`src/logic/paddle_pkg.sv`:
```
////////////////////////////////////////////////////////////
// Paddle video definitions
// Position width, control and spinner modes, brick row and
// blanking bounds, overlay colours
////////////////////////////////////////////////////////////
package paddle_pkg;

  // Position width and reset position
  localparam int POS_W      = 8;
  localparam int POS_CENTER = 128;

  // Per-player control mode
  // Codes 5 to 7 select the centre position
  typedef enum logic [2:0] {
    MODE_DIGITAL = 3'd0,
    MODE_STICK_X = 3'd1,
    MODE_STICK_Y = 3'd2,
    MODE_KNOB    = 3'd3,
    MODE_SPINNER = 3'd4
  } ctrl_mode_e;

  // Digital steps per frame
  localparam int STEP_SLOW = 4;
  localparam int STEP_FAST = 8;

  // Spinner magnitude scaling
  typedef enum logic [1:0] {
    SPIN_SHL1     = 2'd0,
    SPIN_SHL2     = 2'd1,
    SPIN_SHL3     = 2'd2,
    SPIN_UNSCALED = 2'd3
  } spin_speed_e;

  typedef struct packed {
    logic [3:0] r;
    logic [3:0] g;
    logic [3:0] b;
  } rgb_t;

  ////////////////////////////////////////////////////////////
  // Overlay bands by hcnt
  ////////////////////////////////////////////////////////////
  // Brick rows in order red, amber, green, yellow
  // Each row covers its start value and the next 7
  localparam logic [7:0] ROW_P1_LO [4] = '{8'd64, 8'd72, 8'd80, 8'd88};
  localparam logic [7:0] ROW_P2_LO [4] = '{8'd184, 8'd176, 8'd168, 8'd160};
  localparam logic [7:0] ROW_SPAN      = 8'd7;
  // Blue strip, upright cabinet only
  localparam logic [7:0] BLUE_LO = 8'd211;
  localparam logic [7:0] BLUE_HI = 8'd219;

  // Horizontal blanking at or above GE and at or below LE
  localparam logic [7:0] HBLANK_P1_GE = 8'd224;
  localparam logic [7:0] HBLANK_P1_LE = 8'd24;
  localparam logic [7:0] HBLANK_P2_GE = 8'd232;
  localparam logic [7:0] HBLANK_P2_LE = 8'd32;
  // Vertical blanking window, inclusive
  localparam logic [7:0] VBLANK_LO = 8'd228;
  localparam logic [7:0] VBLANK_HI = 8'd251;

  // Band colours red, amber, green, yellow, blue
  localparam rgb_t BAND_COLOR [5] = '{12'hA21, 12'hC81, 12'h173, 12'hCC3, 12'h17C};
  localparam rgb_t COL_WHITE = 12'hFFF;
  localparam rgb_t COL_BLACK = 12'h000;

endpackage

```
`src/logic/color_overlay.sv`:
```
`timescale 1ns/10ps
////////////////////////////////////////////////////////////
// Colour overlay
// Tints the monochrome video by brick row and registers the
// colour together with horizontal and vertical blanking
////////////////////////////////////////////////////////////
module color_overlay (
  input  logic             clk_sys,
  input  logic             rst_n,
  input  logic             video,
  input  logic             cocktail,
  input  logic             player2,
  input  logic [7:0]       hcnt,
  input  logic [7:0]       vcnt,
  output paddle_pkg::rgb_t rgb,
  output logic             hblank,
  output logic             vblank
);
  import paddle_pkg::*;

  logic [4:0] band_hit;
  logic       hblank_p1;
  logic       hblank_p2;
  rgb_t       rgb_next;

  function automatic logic in_band(input logic [7:0] v, input logic [7:0] lo,
                                   input logic [7:0] hi);
    return (v >= lo) && (v <= hi);
  endfunction

  // Bands 0 to 3 are the brick rows
  // Player 2 rows show only on a cocktail cabinet
  always_comb begin
    for (int i = 0; i < 4; i++) begin
      band_hit[i] = in_band(hcnt, ROW_P1_LO[i], ROW_P1_LO[i] + ROW_SPAN) ||
                    (cocktail && in_band(hcnt, ROW_P2_LO[i], ROW_P2_LO[i] + ROW_SPAN));
    end
    // Band 4 is the blue strip of the upright cabinet
    band_hit[4] = !cocktail && in_band(hcnt, BLUE_LO, BLUE_HI);
  end

  // Lowest band index has priority
  // White outside all bands, black without video
  always_comb begin
    rgb_next = COL_WHITE;
    for (int i = 4; i >= 0; i--) begin
      if (band_hit[i]) begin
        rgb_next = BAND_COLOR[i];
      end
    end
    if (!video) begin
      rgb_next = COL_BLACK;
    end
  end

  assign hblank_p1 = (hcnt >= HBLANK_P1_GE) || (hcnt <= HBLANK_P1_LE);
  assign hblank_p2 = (hcnt >= HBLANK_P2_GE) || (hcnt <= HBLANK_P2_LE);

  always_ff @(posedge clk_sys) begin
    if (!rst_n) begin
      rgb    <= COL_BLACK;
      hblank <= 1'b0;
      vblank <= 1'b0;
    end else begin
      rgb    <= rgb_next;
      // Screen is flipped for player 2 on a cocktail cabinet
      hblank <= (cocktail && player2) ? hblank_p2 : hblank_p1;
      vblank <= (vcnt >= VBLANK_LO) && (vcnt <= VBLANK_HI);
    end
  end

endmodule

```
`src/logic/digital_paddle.sv`:
```
`timescale 1ns/10ps
////////////////////////////////////////////////////////////
// Digital paddle tracker
// Steps the pad once per frame from the active player's
// left and right buttons, clamped to the position range
////////////////////////////////////////////////////////////
module digital_paddle #(
  parameter int POS_W = paddle_pkg::POS_W
) (
  input  logic             clk_sys,
  input  logic             rst_n,
  input  logic             p1_right,
  input  logic             p1_left,
  input  logic             p2_right,
  input  logic             p2_left,
  input  logic             player2,
  input  logic             digital_fast,
  input  logic             vsync,
  output logic [POS_W-1:0] pos_digital
);
  import paddle_pkg::*;

  localparam int SUM_W = POS_W + 1;

  logic             vsync_d;
  logic             frame_tick;
  logic             right;
  logic             left;
  logic [SUM_W-1:0] step;
  logic [SUM_W-1:0] pos_up;
  logic [SUM_W-1:0] pos_dn;

  // Buttons of the player at the controls
  assign right = player2 ? p2_right : p1_right;
  assign left  = player2 ? p2_left : p1_left;
  assign step  = digital_fast ? SUM_W'(STEP_FAST) : SUM_W'(STEP_SLOW);

  // Top bit flags a result past max or below zero
  assign pos_up = {1'b0, pos_digital} + step;
  assign pos_dn = {1'b0, pos_digital} - step;

  always_ff @(posedge clk_sys) begin
    // Previous vsync level
    vsync_d <= vsync;
    if (!rst_n) begin
      frame_tick  <= 1'b0;
      pos_digital <= POS_W'(POS_CENTER);
    end else begin
      // One pulse per frame on the vsync rising edge
      frame_tick <= vsync & ~vsync_d;
      // Left is tested first and wins when both are held
      if (frame_tick && left) begin
        pos_digital <= pos_up[POS_W] ? {POS_W{1'b1}} : pos_up[POS_W-1:0];
      end else if (frame_tick && right) begin
        pos_digital <= pos_dn[POS_W] ? '0 : pos_dn[POS_W-1:0];
      end
    end
  end

endmodule

```
`src/logic/pad_beam_compare.sv`:
```
`timescale 1ns/10ps
////////////////////////////////////////////////////////////
// Pad beam comparator
// Counts lines from pad enable and draws the pad while the
// count is below the pad position
////////////////////////////////////////////////////////////
module pad_beam_compare #(
  parameter int POS_W = paddle_pkg::POS_W
) (
  input  logic             clk_sys,
  input  logic             rst_n,
  input  logic             hsync,
  input  logic             pad_en_n,
  input  logic [POS_W-1:0] pad_pos,
  output logic             pad_out
);

  logic             hsync_d;
  logic             line_tick;
  logic             pad_en_q;
  logic [POS_W-1:0] line_cnt;

  always_ff @(posedge clk_sys) begin
    hsync_d <= hsync;
    if (!rst_n) begin
      line_tick <= 1'b0;
      pad_en_q  <= 1'b0;
      line_cnt  <= '0;
    end else begin
      // Registered hsync rising edge and pad enable
      line_tick <= hsync & ~hsync_d;
      pad_en_q  <= ~pad_en_n;
      // Pad enable restarts the count ahead of the pad area
      if (pad_en_q) begin
        line_cnt <= '0;
      end else if (line_tick) begin
        line_cnt <= line_cnt + 1'b1;
      end
    end
  end

  // Pad drawn on lines before the selected position
  assign pad_out = line_cnt < pad_pos;

endmodule

```
`src/logic/paddle_select.sv`:
```
`timescale 1ns/10ps
////////////////////////////////////////////////////////////
// Paddle source selector
// Picks the active player's control mode and registers the
// resulting pad position
////////////////////////////////////////////////////////////
module paddle_select #(
  parameter int POS_W = paddle_pkg::POS_W
) (
  input  logic                   clk_sys,
  input  logic                   rst_n,
  input  paddle_pkg::ctrl_mode_e p1_mode,
  input  paddle_pkg::ctrl_mode_e p2_mode,
  input  logic                   p1_invert,
  input  logic                   p2_invert,
  input  logic                   player2,
  input  logic [7:0]             p1_stick_x,
  input  logic [7:0]             p1_stick_y,
  input  logic [7:0]             p2_stick_x,
  input  logic [7:0]             p2_stick_y,
  input  logic [7:0]             p1_knob,
  input  logic [7:0]             p2_knob,
  input  logic [POS_W-1:0]       pos_digital,
  input  logic [POS_W-1:0]       pos_spin,
  output logic [POS_W-1:0]       pad_pos
);
  import paddle_pkg::*;

  ctrl_mode_e       mode;
  logic             invert;
  logic [7:0]       stick_x;
  logic [7:0]       stick_y;
  logic [7:0]       analog;
  logic [POS_W-1:0] pos_next;

  assign mode   = player2 ? p2_mode : p1_mode;
  assign invert = player2 ? p2_invert : p1_invert;
  // Two's complement stick to offset binary
  assign stick_x = player2 ? {~p2_stick_x[7], p2_stick_x[6:0]} : {~p1_stick_x[7], p1_stick_x[6:0]};
  assign stick_y = player2 ? {~p2_stick_y[7], p2_stick_y[6:0]} : {~p1_stick_y[7], p1_stick_y[6:0]};

  always_comb begin
    case (mode)
      MODE_STICK_X: analog = stick_x;
      MODE_STICK_Y: analog = stick_y;
      default:      analog = player2 ? p2_knob : p1_knob;
    endcase
  end

  // Analog sources run opposite to the pad unless inverted
  always_comb begin
    case (mode)
      MODE_DIGITAL: pos_next = pos_digital;
      MODE_STICK_X, MODE_STICK_Y, MODE_KNOB: pos_next = POS_W'(invert ? analog : ~analog);
      MODE_SPINNER: pos_next = pos_spin;
      default:      pos_next = POS_W'(POS_CENTER);
    endcase
  end

  always_ff @(posedge clk_sys) begin
    if (!rst_n) begin
      pad_pos <= POS_W'(POS_CENTER);
    end else begin
      pad_pos <= pos_next;
    end
  end

endmodule

```
`src/logic/paddle_video_top.sv`:
```
`timescale 1ns/10ps
////////////////////////////////////////////////////////////
// Paddle control and colour overlay top level
// Position trackers feed the selector, whose registered pad
// position drives the beam comparator
////////////////////////////////////////////////////////////
module paddle_video_top #(
  parameter int POS_W = paddle_pkg::POS_W
) (
  input  logic                    clk_sys,
  input  logic                    rst_n,
  input  logic                    p1_joy_right,
  input  logic                    p1_joy_left,
  input  logic                    p2_joy_right,
  input  logic                    p2_joy_left,
  input  logic [8:0]              p1_spinner,
  input  logic [8:0]              p2_spinner,
  input  logic [7:0]              p1_stick_x,
  input  logic [7:0]              p1_stick_y,
  input  logic [7:0]              p2_stick_x,
  input  logic [7:0]              p2_stick_y,
  input  logic [7:0]              p1_knob,
  input  logic [7:0]              p2_knob,
  input  paddle_pkg::ctrl_mode_e  p1_mode,
  input  paddle_pkg::ctrl_mode_e  p2_mode,
  input  logic                    p1_invert,
  input  logic                    p2_invert,
  input  logic                    digital_fast,
  input  paddle_pkg::spin_speed_e spin_speed,
  input  logic                    player2,
  input  logic                    cocktail,
  input  logic                    hsync,
  input  logic                    vsync,
  input  logic                    pad_en_n,
  input  logic                    video,
  input  logic [7:0]              hcnt,
  input  logic [7:0]              vcnt,
  output logic                    pad_out,
  output paddle_pkg::rgb_t        rgb,
  output logic                    hblank,
  output logic                    vblank
);

  logic [POS_W-1:0] pos_digital;
  logic [POS_W-1:0] pos_spin;
  logic [POS_W-1:0] pad_pos;

  // Position producers
  digital_paddle #(.POS_W(POS_W)) u_digital (
    .clk_sys, .rst_n,
    .p1_right(p1_joy_right), .p1_left(p1_joy_left),
    .p2_right(p2_joy_right), .p2_left(p2_joy_left),
    .player2, .digital_fast, .vsync, .pos_digital
  );

  spinner_paddle #(.POS_W(POS_W)) u_spinner (
    .clk_sys, .rst_n,
    .spinner_p1(p1_spinner), .spinner_p2(p2_spinner),
    .player2, .p1_invert, .p2_invert, .spin_speed, .pos_spin
  );

  // Registered pad position
  paddle_select #(.POS_W(POS_W)) u_select (
    .clk_sys, .rst_n, .p1_mode, .p2_mode, .p1_invert, .p2_invert, .player2,
    .p1_stick_x, .p1_stick_y, .p2_stick_x, .p2_stick_y, .p1_knob, .p2_knob,
    .pos_digital, .pos_spin, .pad_pos
  );

  // Consumers on the video side
  pad_beam_compare #(.POS_W(POS_W)) u_beam (
    .clk_sys, .rst_n, .hsync, .pad_en_n, .pad_pos, .pad_out
  );

  color_overlay u_overlay (
    .clk_sys, .rst_n, .video, .cocktail, .player2,
    .hcnt, .vcnt, .rgb, .hblank, .vblank
  );

endmodule

```
`src/logic/spinner_paddle.sv`:
```
`timescale 1ns/10ps
////////////////////////////////////////////////////////////
// Spinner paddle tracker
// Accumulates signed spinner increments on each tick of the
// active spinner, scaled by speed and clamped to range
////////////////////////////////////////////////////////////
module spinner_paddle #(
  parameter int POS_W = paddle_pkg::POS_W
) (
  input  logic                    clk_sys,
  input  logic                    rst_n,
  input  logic [8:0]              spinner_p1,
  input  logic [8:0]              spinner_p2,
  input  logic                    player2,
  input  logic                    p1_invert,
  input  logic                    p2_invert,
  input  paddle_pkg::spin_speed_e spin_speed,
  output logic [POS_W-1:0]        pos_spin
);
  import paddle_pkg::*;

  // Room for a 10-bit scaled step plus a carry
  localparam int SUM_W = ((POS_W > 10) ? POS_W : 10) + 1;
  localparam logic [SUM_W-1:0] POS_MAX = SUM_W'({POS_W{1'b1}});

  logic             sp1_msb_d;
  logic             sp2_msb_d;
  logic [7:0]       spin;
  logic             tick;
  logic [6:0]       mag;
  logic [9:0]       step;
  logic             tick_q;
  logic             add_q;
  logic [9:0]       step_q;
  logic [SUM_W-1:0] pos_ext;
  logic [SUM_W-1:0] pos_up;

  ////////////////////////////////////////////////////////////
  // Tick detection and step scaling
  ////////////////////////////////////////////////////////////
  assign spin = player2 ? spinner_p2[7:0] : spinner_p1[7:0];
  // Only a bit 8 toggle of the active spinner counts
  assign tick = player2 ? (spinner_p2[8] ^ sp2_msb_d) : (spinner_p1[8] ^ sp1_msb_d);
  // Absolute value of the signed low byte with 7 bits kept
  assign mag  = spin[7] ? (~spin[6:0] + 7'd1) : spin[6:0];

  always_comb begin
    case (spin_speed)
      SPIN_SHL1:     step = {3'b000, mag} << 1;
      SPIN_SHL2:     step = {3'b000, mag} << 2;
      SPIN_SHL3:     step = {3'b000, mag} << 3;
      SPIN_UNSCALED: step = {3'b000, mag};
    endcase
  end

  ////////////////////////////////////////////////////////////
  // Clamped accumulation
  ////////////////////////////////////////////////////////////
  assign pos_ext = SUM_W'(pos_spin);
  assign pos_up  = pos_ext + SUM_W'(step_q);

  always_ff @(posedge clk_sys) begin
    sp1_msb_d <= spinner_p1[8];
    sp2_msb_d <= spinner_p2[8];
    // Direction after per-player inversion where 1 adds
    add_q     <= spin[7] ^ (player2 ? p2_invert : p1_invert);
    step_q    <= step;
    if (!rst_n) begin
      tick_q   <= 1'b0;
      pos_spin <= POS_W'(POS_CENTER);
    end else begin
      tick_q <= tick;
      if (tick_q && add_q) begin
        pos_spin <= (pos_up > POS_MAX) ? POS_MAX[POS_W-1:0] : pos_up[POS_W-1:0];
      end else if (tick_q) begin
        pos_spin <= (SUM_W'(step_q) > pos_ext) ? '0 : POS_W'(pos_ext - SUM_W'(step_q));
      end
    end
  end

endmodule

```
`config.mk`:
```
export PLATFORM = sky130hd
export DESIGN_NAME = paddle_video_top
export DESIGN_NICKNAME = d
export VERILOG_FILES = /design/src/logic/paddle_pkg.sv /design/src/logic/color_overlay.sv /design/src/logic/digital_paddle.sv /design/src/logic/pad_beam_compare.sv /design/src/logic/paddle_select.sv /design/src/logic/paddle_video_top.sv /design/src/logic/spinner_paddle.sv
export SDC_FILE = /design/constraint.sdc
export NUM_CORES = 1
export LEC_CHECK = 0
export BUFFER_PORTS_ARGS = -buffer_cell sky130_fd_sc_hd__buf_2
export CORE_UTILIZATION = 52
export DETAILED_ROUTE_END_ITERATION = 10
export GPL_ROUTABILITY_DRIVEN = 0
export PLACE_DENSITY = 0.79
export SETUP_SLACK_MARGIN = 0.5
export SLEW_MARGIN = 0
export SYNTH_ARGS = -nofsm -noshare
export SYNTH_HDL_FRONTEND = slang
export SYNTH_SLANG_ARGS = --single-unit
```
`constraint.sdc`:
```
create_clock -name clk_sys -period 2.62 [get_ports clk_sys]
set_input_delay 0.262 -clock clk_sys [delete_from_list [all_inputs] [get_ports clk_sys]]
set_output_delay 0.262 -clock clk_sys [all_outputs]
set_load 0.02 [all_outputs]
```
# Word level (Yosys, flattened, before mapping)
# Cells that the tools add are included.
[totals]
regBits = 65
inputBits = 105
output_inout_bits = 15
elab_cells = 146
[classes]
addsub = 6
order_cmp = 27
eq_ne = 7
n_mux = 29
n_bitwise = 16
reduce_logical = 36
[op_table]
columns = ["op", "n"]
rows = [
  ["8-bit 2-to-1 mux", 13],
  ["8-bit >= comparator (second input constant)", 8],
  ["12-bit 2-to-1 mux", 5],
  ["8-bit less-or-equal comparator (second input constant)", 6],
  ["10-bit case mux with 4 select lines", 1],
  ["8-bit by 7-bit >= comparator with 1-bit output (second input constant)", 4],
  ["8-bit by 7-bit less-or-equal comparator with 1-bit output (second input constant)", 4],
  ["8-bit case mux with 3 select lines", 1],
  ["1-bit logical AND", 19],
  ["8-bit case mux with 2 select lines", 1],
  ["8-bit by 10-bit adder with 11-bit output", 1],
  ["11-bit by 8-bit > comparator with 1-bit output (second input constant)", 1],
  ["10-bit by 8-bit > comparator with 1-bit output", 1],
  ["8-bit by 9-bit adder with 9-bit output", 1],
  ["1-bit inverter", 9],
  ["8-bit by 9-bit subtractor with 9-bit output", 1],
  ["8-bit by 1-bit adder with 8-bit output (second input constant)", 1],
  ["8-bit by 5-bit less-or-equal comparator with 1-bit output (second input constant)", 1],
  ["8-bit by 6-bit less-or-equal comparator with 1-bit output (second input constant)", 1],
  ["8-bit less-than comparator", 1],
  ["8-bit inverter", 1],
  ["8-bit subtractor", 1],
  ["7-bit by 1-bit adder with 7-bit output (second input constant)", 1],
  ["7-bit 2-to-1 mux", 1],
  ["other kinds (21)", 37],
]

# Logic depth before layout (Yosys ltp)
# Gate-level depths: netlist of run 1.
[depth]
ltp_word = 8
ltp_mapped = 10

# Cells and area by module
# Synthesis of run 1 repeated with hierarchy kept, for this count alone.
[unflattened]
cells_unflattened = 545
area_unflattened_um2 = 4884.7
[modules_own_cells]
columns = ["mod", "instances", "cells_each", "area_each_um2", "seq_area_each_um2"]
rows = [
  ["spinner_paddle", 1, 235, 2110.8, 440.4],
  ["paddle_select", 1, 97, 907.1, 160.2],
  ["digital_paddle", 1, 84, 715.7, 180.2],
  ["pad_beam_compare", 1, 69, 603.1, 220.2],
  ["color_overlay", 1, 60, 548.0, 220.2],
]

# Least setup slack after synthesis of run 1
# Ideal clock, no wire load.
[synth_path]
path_kind = "flip-flop to flip-flop"
startpoint = "register u_spinner.pos_spin[1]"
endpoint = "register u_spinner.pos_spin[4]"
arrival_ns = 2.243
slack_ns = 0.282
stages_incl_launch_ff = 9
path_buffers = 0
synth_period_minus_slack_ns = 2.338
path_cell_list = "dfxtp_1 > inv_1 > fa_1 > o21ba_2 > o311ai_0 > a211oi_1 > nor2_1 > a31oi_1 > a221oi_1"
[synth_between]
elab_chain_cells = 4
elab_cells_between_ends = 8
[synth_lines]
columns = ["element", "line_no", "source"]
rows = [
  ["from (decl)", "spinner_paddle.sv:18", "output logic [POS_W-1:0] pos_spin"],
  ["from (signal assigned)", "spinner_paddle.sv:70", "pos_spin <= POS_W'(POS_CENTER);"],
  ["from (signal assigned)", "spinner_paddle.sv:74", "pos_spin <= (pos_up > POS_MAX) ? POS_MAX[POS_W-1:0] : pos_up[POS_W-1:0];"],
  ["from (signal assigned)", "spinner_paddle.sv:76", "pos_spin <= (SUM_W'(step_q) > pos_ext) ? '0 : POS_W'(pos_ext - SUM_W'(step_q));"],
  ["8-bit by 10-bit adder with 11-bit output (tied with other cells)", "spinner_paddle.sv:60", "assign pos_up = pos_ext + SUM_W'(step_q);"],
  ["11-bit by 8-bit > comparator with 1-bit output or 8-bit 2-to-1 mux (tied branches)", "spinner_paddle.sv:74, spinner_paddle.sv:76", ""],
  ["8-bit 2-to-1 mux, on equally long branches", "spinner_paddle.sv:74, spinner_paddle.sv:75", ""],
  ["8-bit 2-to-1 mux *", "spinner_paddle.sv:73", "if (tick_q && add_q) begin"],
]
# Every way passes the cells marked *; elsewhere a longest branch is shown, timed or not. The select of a mux whose other input is x is not followed.
# A chain may end at the register's enable or synchronous reset.

# Final worst setup path of run 1
[layout_path]
startpoint = "register u_spinner.pos_spin[7]"
endpoint = "register u_spinner.pos_spin[3]"
[layout_between]
elab_chain_cells = 4
elab_cells_between_ends = 7
[layout_lines]
columns = ["element", "line_no"]
rows = [
  ["8-bit by 10-bit adder with 11-bit output or 10-bit by 8-bit > comparator with 1-bit output (tied branches)", "spinner_paddle.sv:60, spinner_paddle.sv:76"],
  ["11-bit by 8-bit > comparator with 1-bit output or 8-bit 2-to-1 mux (tied branches)", "spinner_paddle.sv:74, spinner_paddle.sv:76"],
  ["8-bit 2-to-1 mux, on equally long branches", "spinner_paddle.sv:74, spinner_paddle.sv:75"],
  ["8-bit 2-to-1 mux *", "spinner_paddle.sv:73"],
]
# Marked as above.

==> results.py, run 1 <==
metrics = {
    "outcome": {
        "status": "completed",
    },
    "timing": {
        "slew_headroom": 0.435,
        "rsz0062_at_grt": "true",
        "fin_crit_ps": 2270,
        "finClkSkew_ps": 12.5,
        "finalSetupViolations": 0,
        "slew_viol_final": 0,
        "fmax_mhz": 441,
        "whs_ps": 31.9,
        "hold_viol": 0,
        "finalCritPeriodShare": 0.865,
        "worst_pin_slew_ps": 826,
        "tns_ps": 0,
    },
    "worst_setup_path": {
        "cp_max_fo": 4,
        "crit_type": "reg -> reg",
        "crit_path_start_kind": "flip-flop",
        "cp-end-kind": "flip-flop",
        "required_ps": 2870,
        "r2r_slack_ps": 350,
        "crit_arrival_ps": 2520,
    },
    "routing": {
        "drt_iter0_markers": 269,
        "wl_per_cell_um": 15.8,
        "ant_nets": 0,
        "wirelength_mm": 12.7,
        "via_per_inst": 5.95,
        "drt_first_pass_iters": 5,
        "remaining_drc_errors": 0,
        "via_count": 4787,
    },
    "flow_run": {
        "cap_violations": 0,
    },
    "die": {
        "core_area_um2": 8380,
        "die_x_um": 96.2,
        "dieArea_um2": 9250,
        "die_h_um": 96.2,
        "io_pins": 120,
        "initial_core_util": 0.550,
        "fp-row-count": 33,
    },
    "synth": {
        "syn_area_um2": 4610,
        "ys.flop_type": "dfxtp_1",
        "ys_seq_elements": 61,
        "synth.avg_cell_area_um2": 8.03,
        "ys_seq_area_frac": 0.265,
        "synth_cell_types": 73,
        "syn_nets": 719,
        "yosys_warnings": 0,
        "synthArstFlopShare": 0,
        "synth-edff-count": 0,
        "synth_cells": 574,
    },
    "global_routing": {
        "overflow": 0,
        "grt_antenna_before_repair": 0,
        "grt_max_degree": 30,
        "grt_pass1_wl_mm": 20.0,
        "grt_pass1_vias": 4404,
        "grt_use_total": 0.278,
    },
    "power": {
        "p_leak_nw": 2.48,
        "comb_power_share": 0.388,
        "p_int_mw": 2.13,
        "clockPowerShare": 0.285,
        "p_seq_frac": 0.327,
        "switchingPower_mw": 1.19,
        "switching_share": 0.359,
        "p_per_area_nw_per_um2": 574,
        "ir_drop_mv": 0.289,
    },
    "cells_and_area": {
        "finalNetCount": 839,
        "final_common_cell": "buf_2",
        "final_util": 0.690,
        "mostFrequentLayoutCells": "115 x buf_2, 54 x dfxtp_1, 53 x nand2_1",
        "insertedDiodeCount": 0,
        "area_delta_synth_final_pct": 25.5,
        "drive_gt1_frac": 0.300,
        "final_cell_count_no_fill": 804,
    },
    "clocking": {
        "clk_path_buf_depth": 2,
        "numCtsBuffers": 9,
        "insertion_delay_ps": 350,
        "h-tree-depth": 3,
        "cts_tree": "done",
        "root_buffer": "clkbuf_8",
        "ctsHoldBuffers": 0,
        "clk_pin_slew_ps": 70,
        "cts_num_sinks": 61,
    },
    "placement": {
        "hpwl_mm": 9.41,
        "portBuffers": 117,
        "placed_cells": 775,
    },
    "hold_path": {
        "holdCritPathClass": "in -> reg",
    },
}
[power by group through the flow]
stage / registers, mW / logic (mW) / clock network [mW]
2_1_floorplan: 1.08 / 0.792 / 0
3_3_place_gp: 1.09 / 1.04 / 0
3_5_place_dp: 1.10 / 1.07 / 0
4_1_cts: 1.08 / 1.22 / 0.956
5_1_grt: 1.10 / 1.40 / 1.00
6_report: 1.09 / 1.29 / 0.947
[per-layer routing]
layer / part of all wire / GRT usage
met5: 0 / 0
met4: 0.032 / 0.134
met3: 0.077 / 0.0427
met2: 0.47 / 0.475
met1: 0.42 / 0.339
[final cells by class]
type	count	area, µm²
clock buffers	9	124
fillers	654	2600
clock inverters	7	98.8
repair buffers	137	744
well taps	105	131
multi-input cells	438	3280
flip-flops and latches	61	1230
inverters	47	176
[Yosys cell counts (all sizes together) (4+ instances only)]
cell type	instances	area, µm²
dfxtp	61	1220
nand2	54	203
nor2	47	176
inv	46	173
o21ai	42	210
a21oi	37	196
ha	36	450
mux2i	18	180
clkbuf	17	63.8
nand2b	17	106
a31oi	15	93.8
a211oi	13	97.6
xnor2	13	114
a221oi	11	103
buf	11	73.8
xor2	11	96.3
a21o	8	60.1
nor3	8	40.0
a32o	7	70.1
or3	7	48.8
nand3b	6	45.0
nand4	6	37.5
nand3	5	25.0
fa	4	80.1
nor2b	4	25.0
nor4	4	25.0
o22ai	4	25.0
[timing repair]
item | CTS | global route
endpoints found under the setup margin | 9 | 19
buffers inserted | 10 | 3
resized for setup | 37 | 11
pin swaps | 27 | 9
[metrics by stage]
step | instance area, µm² | power (mW) | setup slack [ps]
final | 5790 | 3.32 | 354
after global routing | 5790 | 3.49 | 275
after CTS | 5730 | 3.26 | 403
after detailed placement | 5270 | 2.17 | 162
after global placement | 5270 | 2.14 | 237
after floorplan | 4630 | 1.88 | 386
[cell families (layout without fill, tap and decap cells)]
kind of cell,after synthesis,in the layout,synth area share
adder cells (fa/ha/maj),40,40,0.115
flip-flops,61,61,0.265
XOR/XNOR,24,24,0.0456
buffers and inverters,75,200,0.0681
multiplexers,23,23,0.0586
AND/OR/NAND/NOR,176,176,0.191
AO/OA/AOI/OAI,175,175,0.257
[critical path, stage by stage, from the launching register on]
cell      delay (ps)
dfxtp_2          340
inv_2             50
ha_4             230
a2111o_1         400
o21bai_1         170
or3_4            370
a21oi_4          260
a32oi_2          150
a221oi_2         220
[flip-flops by register name (all words and copies together), names as in the netlist]
| register | count |
|---|---|
| u_beam.hsync_d | 1 |
| u_beam.line_cnt | 8 |
| u_beam.line_tick | 1 |
| u_beam.pad_en_q | 1 |
| u_digital.frame_tick | 1 |
| u_digital.pos_digital | 7 |
| u_digital.vsync_d | 1 |
| u_overlay.hblank | 1 |
| u_overlay.rgb | 9 |
| u_overlay.vblank | 1 |
| u_select.pad_pos | 8 |
| u_spinner.add_q | 1 |
| u_spinner.pos_spin | 8 |
| u_spinner.sp1_msb_d | 1 |
| u_spinner.sp2_msb_d | 1 |
| u_spinner.step_q | 10 |
| u_spinner.tick_q | 1 |
[worst paths after layout]
| path | start | cells past startpoint | endpoint |
|---|---|---|---|
| worst max-delay path | u_spinner.pos_spin[7] | 8 | u_spinner.pos_spin[3] |
| worst min-delay path | hsync | 1 | u_beam.hsync_d |
| worst max register to register | u_spinner.pos_spin[7] | 8 | u_spinner.pos_spin[3] |
| worst min register to register | u_beam.hsync_d | 1 | u_beam.line_tick |
Note: power is estimated with default switching activity, not from simulation.
==> run 2, diff against run 1 <==
Settings changed: SETUP_SLACK_MARGIN 0.5 to 0.15.
==> results.py, run 2 (synthesized netlist as in run 1, its figures left out) <==
metrics = {
    "die": {
        "fp-row-count": 33,
        "dieArea_um2": 9250,
        "die_h_um": 96.2,
        "core_area_um2": 8380,
        "initial_core_util": 0.550,
        "die_x_um": 96.2,
        "io_pins": 120,
    },
    "power": {
        "p_per_area_nw_per_um2": 544,
        "p_leak_nw": 2.39,
        "ir_drop_mv": 0.268,
    },
    "cells_and_area": {
        "reg_top3": "u_spinner.step_q (10), u_overlay.rgb (9)",
        "insertedDiodeCount": 0,
        "n_fill_cell": 684,
        "multiInputGateArea_um2": 3140,
        "final_common_cell": "buf_2",
        "seqCellArea_um2": 1220,
        "area_delta_synth_final_pct": 19.9,
        "finalNetCount": 831,
        "largest_reg_flops": 10,
        "top_register": "u_spinner.step_q",
        "mostFrequentLayoutCells": "116 x buf_2, 58 x dfxtp_1, 54 x nand2_1",
        "drive_gt1_frac": 0.250,
    },
    "timing": {
        "fmax_mhz": 408,
        "fin_ws_ps": 169,
        "fin_crit_ps": 2450,
        "finClkSkew_ps": 11.0,
        "slew_headroom": 0.473,
        "hold_viol": 0,
        "tns_ps": 0,
        "finalSetupViolations": 0,
        "worst_pin_slew_ps": 770,
        "finalCritPeriodShare": 0.935,
        "slew_viol_final": 0,
        "rsz0062_at_grt": "true",
    },
    "placement": {
        "hpwl_mm": 9.37,
        "dp_slack_ps": 53.8,
        "portBuffers": 117,
    },
    "clocking": {
        "h-tree-depth": 3,
        "clk_pin_slew_ps": 70,
        "ctsHoldBuffers": 0,
        "root_buffer": "clkbuf_8",
        "insertion_delay_ps": 350,
        "cts_tree": "done",
        "cts_num_sinks": 61,
        "numCtsBuffers": 9,
        "clk_path_buf_depth": 2,
    },
    "routing": {
        "dr.max_layer_used": "met4",
        "wirelength_mm": 12.3,
        "via_per_inst": 6.07,
        "wl_per_cell_um": 15.5,
        "via_count": 4831,
        "route.met2.wl_mm": 5.89,
        "drt_first_pass_iters": 5,
        "ant_nets": 0,
        "drt-met1-wl_mm": 4.86,
        "drt_iter0_markers": 373,
        "remaining_drc_errors": 0,
        "routed-wl-met3_mm": 1.19,
    },
    "hold_path": {
        "hold_path_end": "u_digital.vsync_d",
        "whs_path_depth": 1,
        "holdCritPathClass": "in -> reg",
        "worstHoldStart": "vsync",
    },
    "global_routing": {
        "grt_pass1_wl_mm": 19.3,
        "grt_use_total": 0.271,
        "overflow": 0,
        "grt_pass1_vias": 4382,
        "grt_max_degree": 28,
        "grt_antenna_before_repair": 0,
    },
    "worst_setup_path": {
        "cp_max_fo": 5,
        "ff2ff_path_depth": 8,
        "rr_endpoint": "u_spinner.pos_spin[3]",
        "crit_path_start_kind": "flip-flop",
        "r2r_slack_ps": 170,
        "crit_type": "reg -> reg",
        "cp-end-kind": "flip-flop",
        "worstReg2RegStart": "u_spinner.pos_spin[6]",
        "crit_arrival_ps": 2700,
        "required_ps": 2870,
    },
    "outcome": {
        "status": "completed",
    },
    "flow_run": {
        "cap_violations": 0,
    },
}
==> run 2: changes by cell type in the layout (fill, tap and decap cells not counted), sizes merged <==
| cell | delta |
|---|---|
| clkinv | -1 |
| buf | -7 |
| clkinvlp | +3 |
| bufinv | -2 |
| clkbuf | -1 |
==> run 2: how the worst max path moves through the flow <==
stage                          startpoint               endpoint  slack [ps]  depth (start not counted)
finish              u_spinner.pos_spin[6]  u_spinner.pos_spin[3]         170                          8
CTS                 u_spinner.pos_spin[3]  u_spinner.pos_spin[3]         150                          8
floorplan           u_spinner.pos_spin[1]  u_spinner.pos_spin[4]         280                          8
global route        u_spinner.pos_spin[7]  u_spinner.pos_spin[3]         100                          8
detailed placement  u_spinner.pos_spin[0]  u_spinner.pos_spin[2]          50                         10
global placement    u_spinner.pos_spin[0]  u_spinner.pos_spin[2]         170                         10
==> run 2: per-stage QoR <==
stage | utilization | cells | hold slack (ps) | total power [mW] | instance area (µm²)
6_report | 0.659 | 796 | 28.9 | 3.01 | 5530
3_5_place_dp | 0.628 | 778 | 372 | 2.18 | 5270
2_1_floorplan | - | 574 | 290 | 1.86 | 4610
5_1_grt | 0.659 | 796 | 20.8 | 3.18 | 5530
4_1_cts | 0.654 | 795 | 15.0 | 2.95 | 5480
3_3_place_gp | 0.628 | 778 | 371 | 2.14 | 5270
==> run 2: layer usage <==
metal	GRT usage	vias up
met2	0.482	300
met4	0.133	0
li1	-	2300
met5	0	-
met3	0.0466	44
met1	0.312	2187
==> run 2: critical path, stage by stage, from the launching register on <==
cell	delay, ps
dfxtp_1	380
inv_1	100
ha_1	210
a2111o_1	460
o21bai_1	180
or3_4	370
a21oi_4	230
a32oi_1	140
a221oi_2	280
==> run 2: where the power goes <==
group / switching (mW) / internal, mW / total (mW) / leakage [nW]
Combinational: 0.669 / 0.519 / 1.19 / 1.80
Sequential: 0.0741 / 1.01 / 1.08 / 0.504
Clock: 0.393 / 0.343 / 0.736 / 0.0816
Total: 1.14 / 1.87 / 3.01 / 2.39
==> run 2: layout make-up <==
cell class | instances | share of cell area
Tap cell | 105 | 0.0238
Sequential cell | 61 | 0.222
Clock buffer | 9 | 0.0224
Multi-Input combinational cell | 438 | 0.568
Clock inverter | 7 | 0.00906
Timing Repair Buffer | 129 | 0.123
Inverter | 47 | 0.0319
==> run 2: timing repair <==
action	in CTS	in global routing
pin swaps	3	3
setup endpoints to repair	3	9
resized for setup	7	11
buffers inserted	1	1
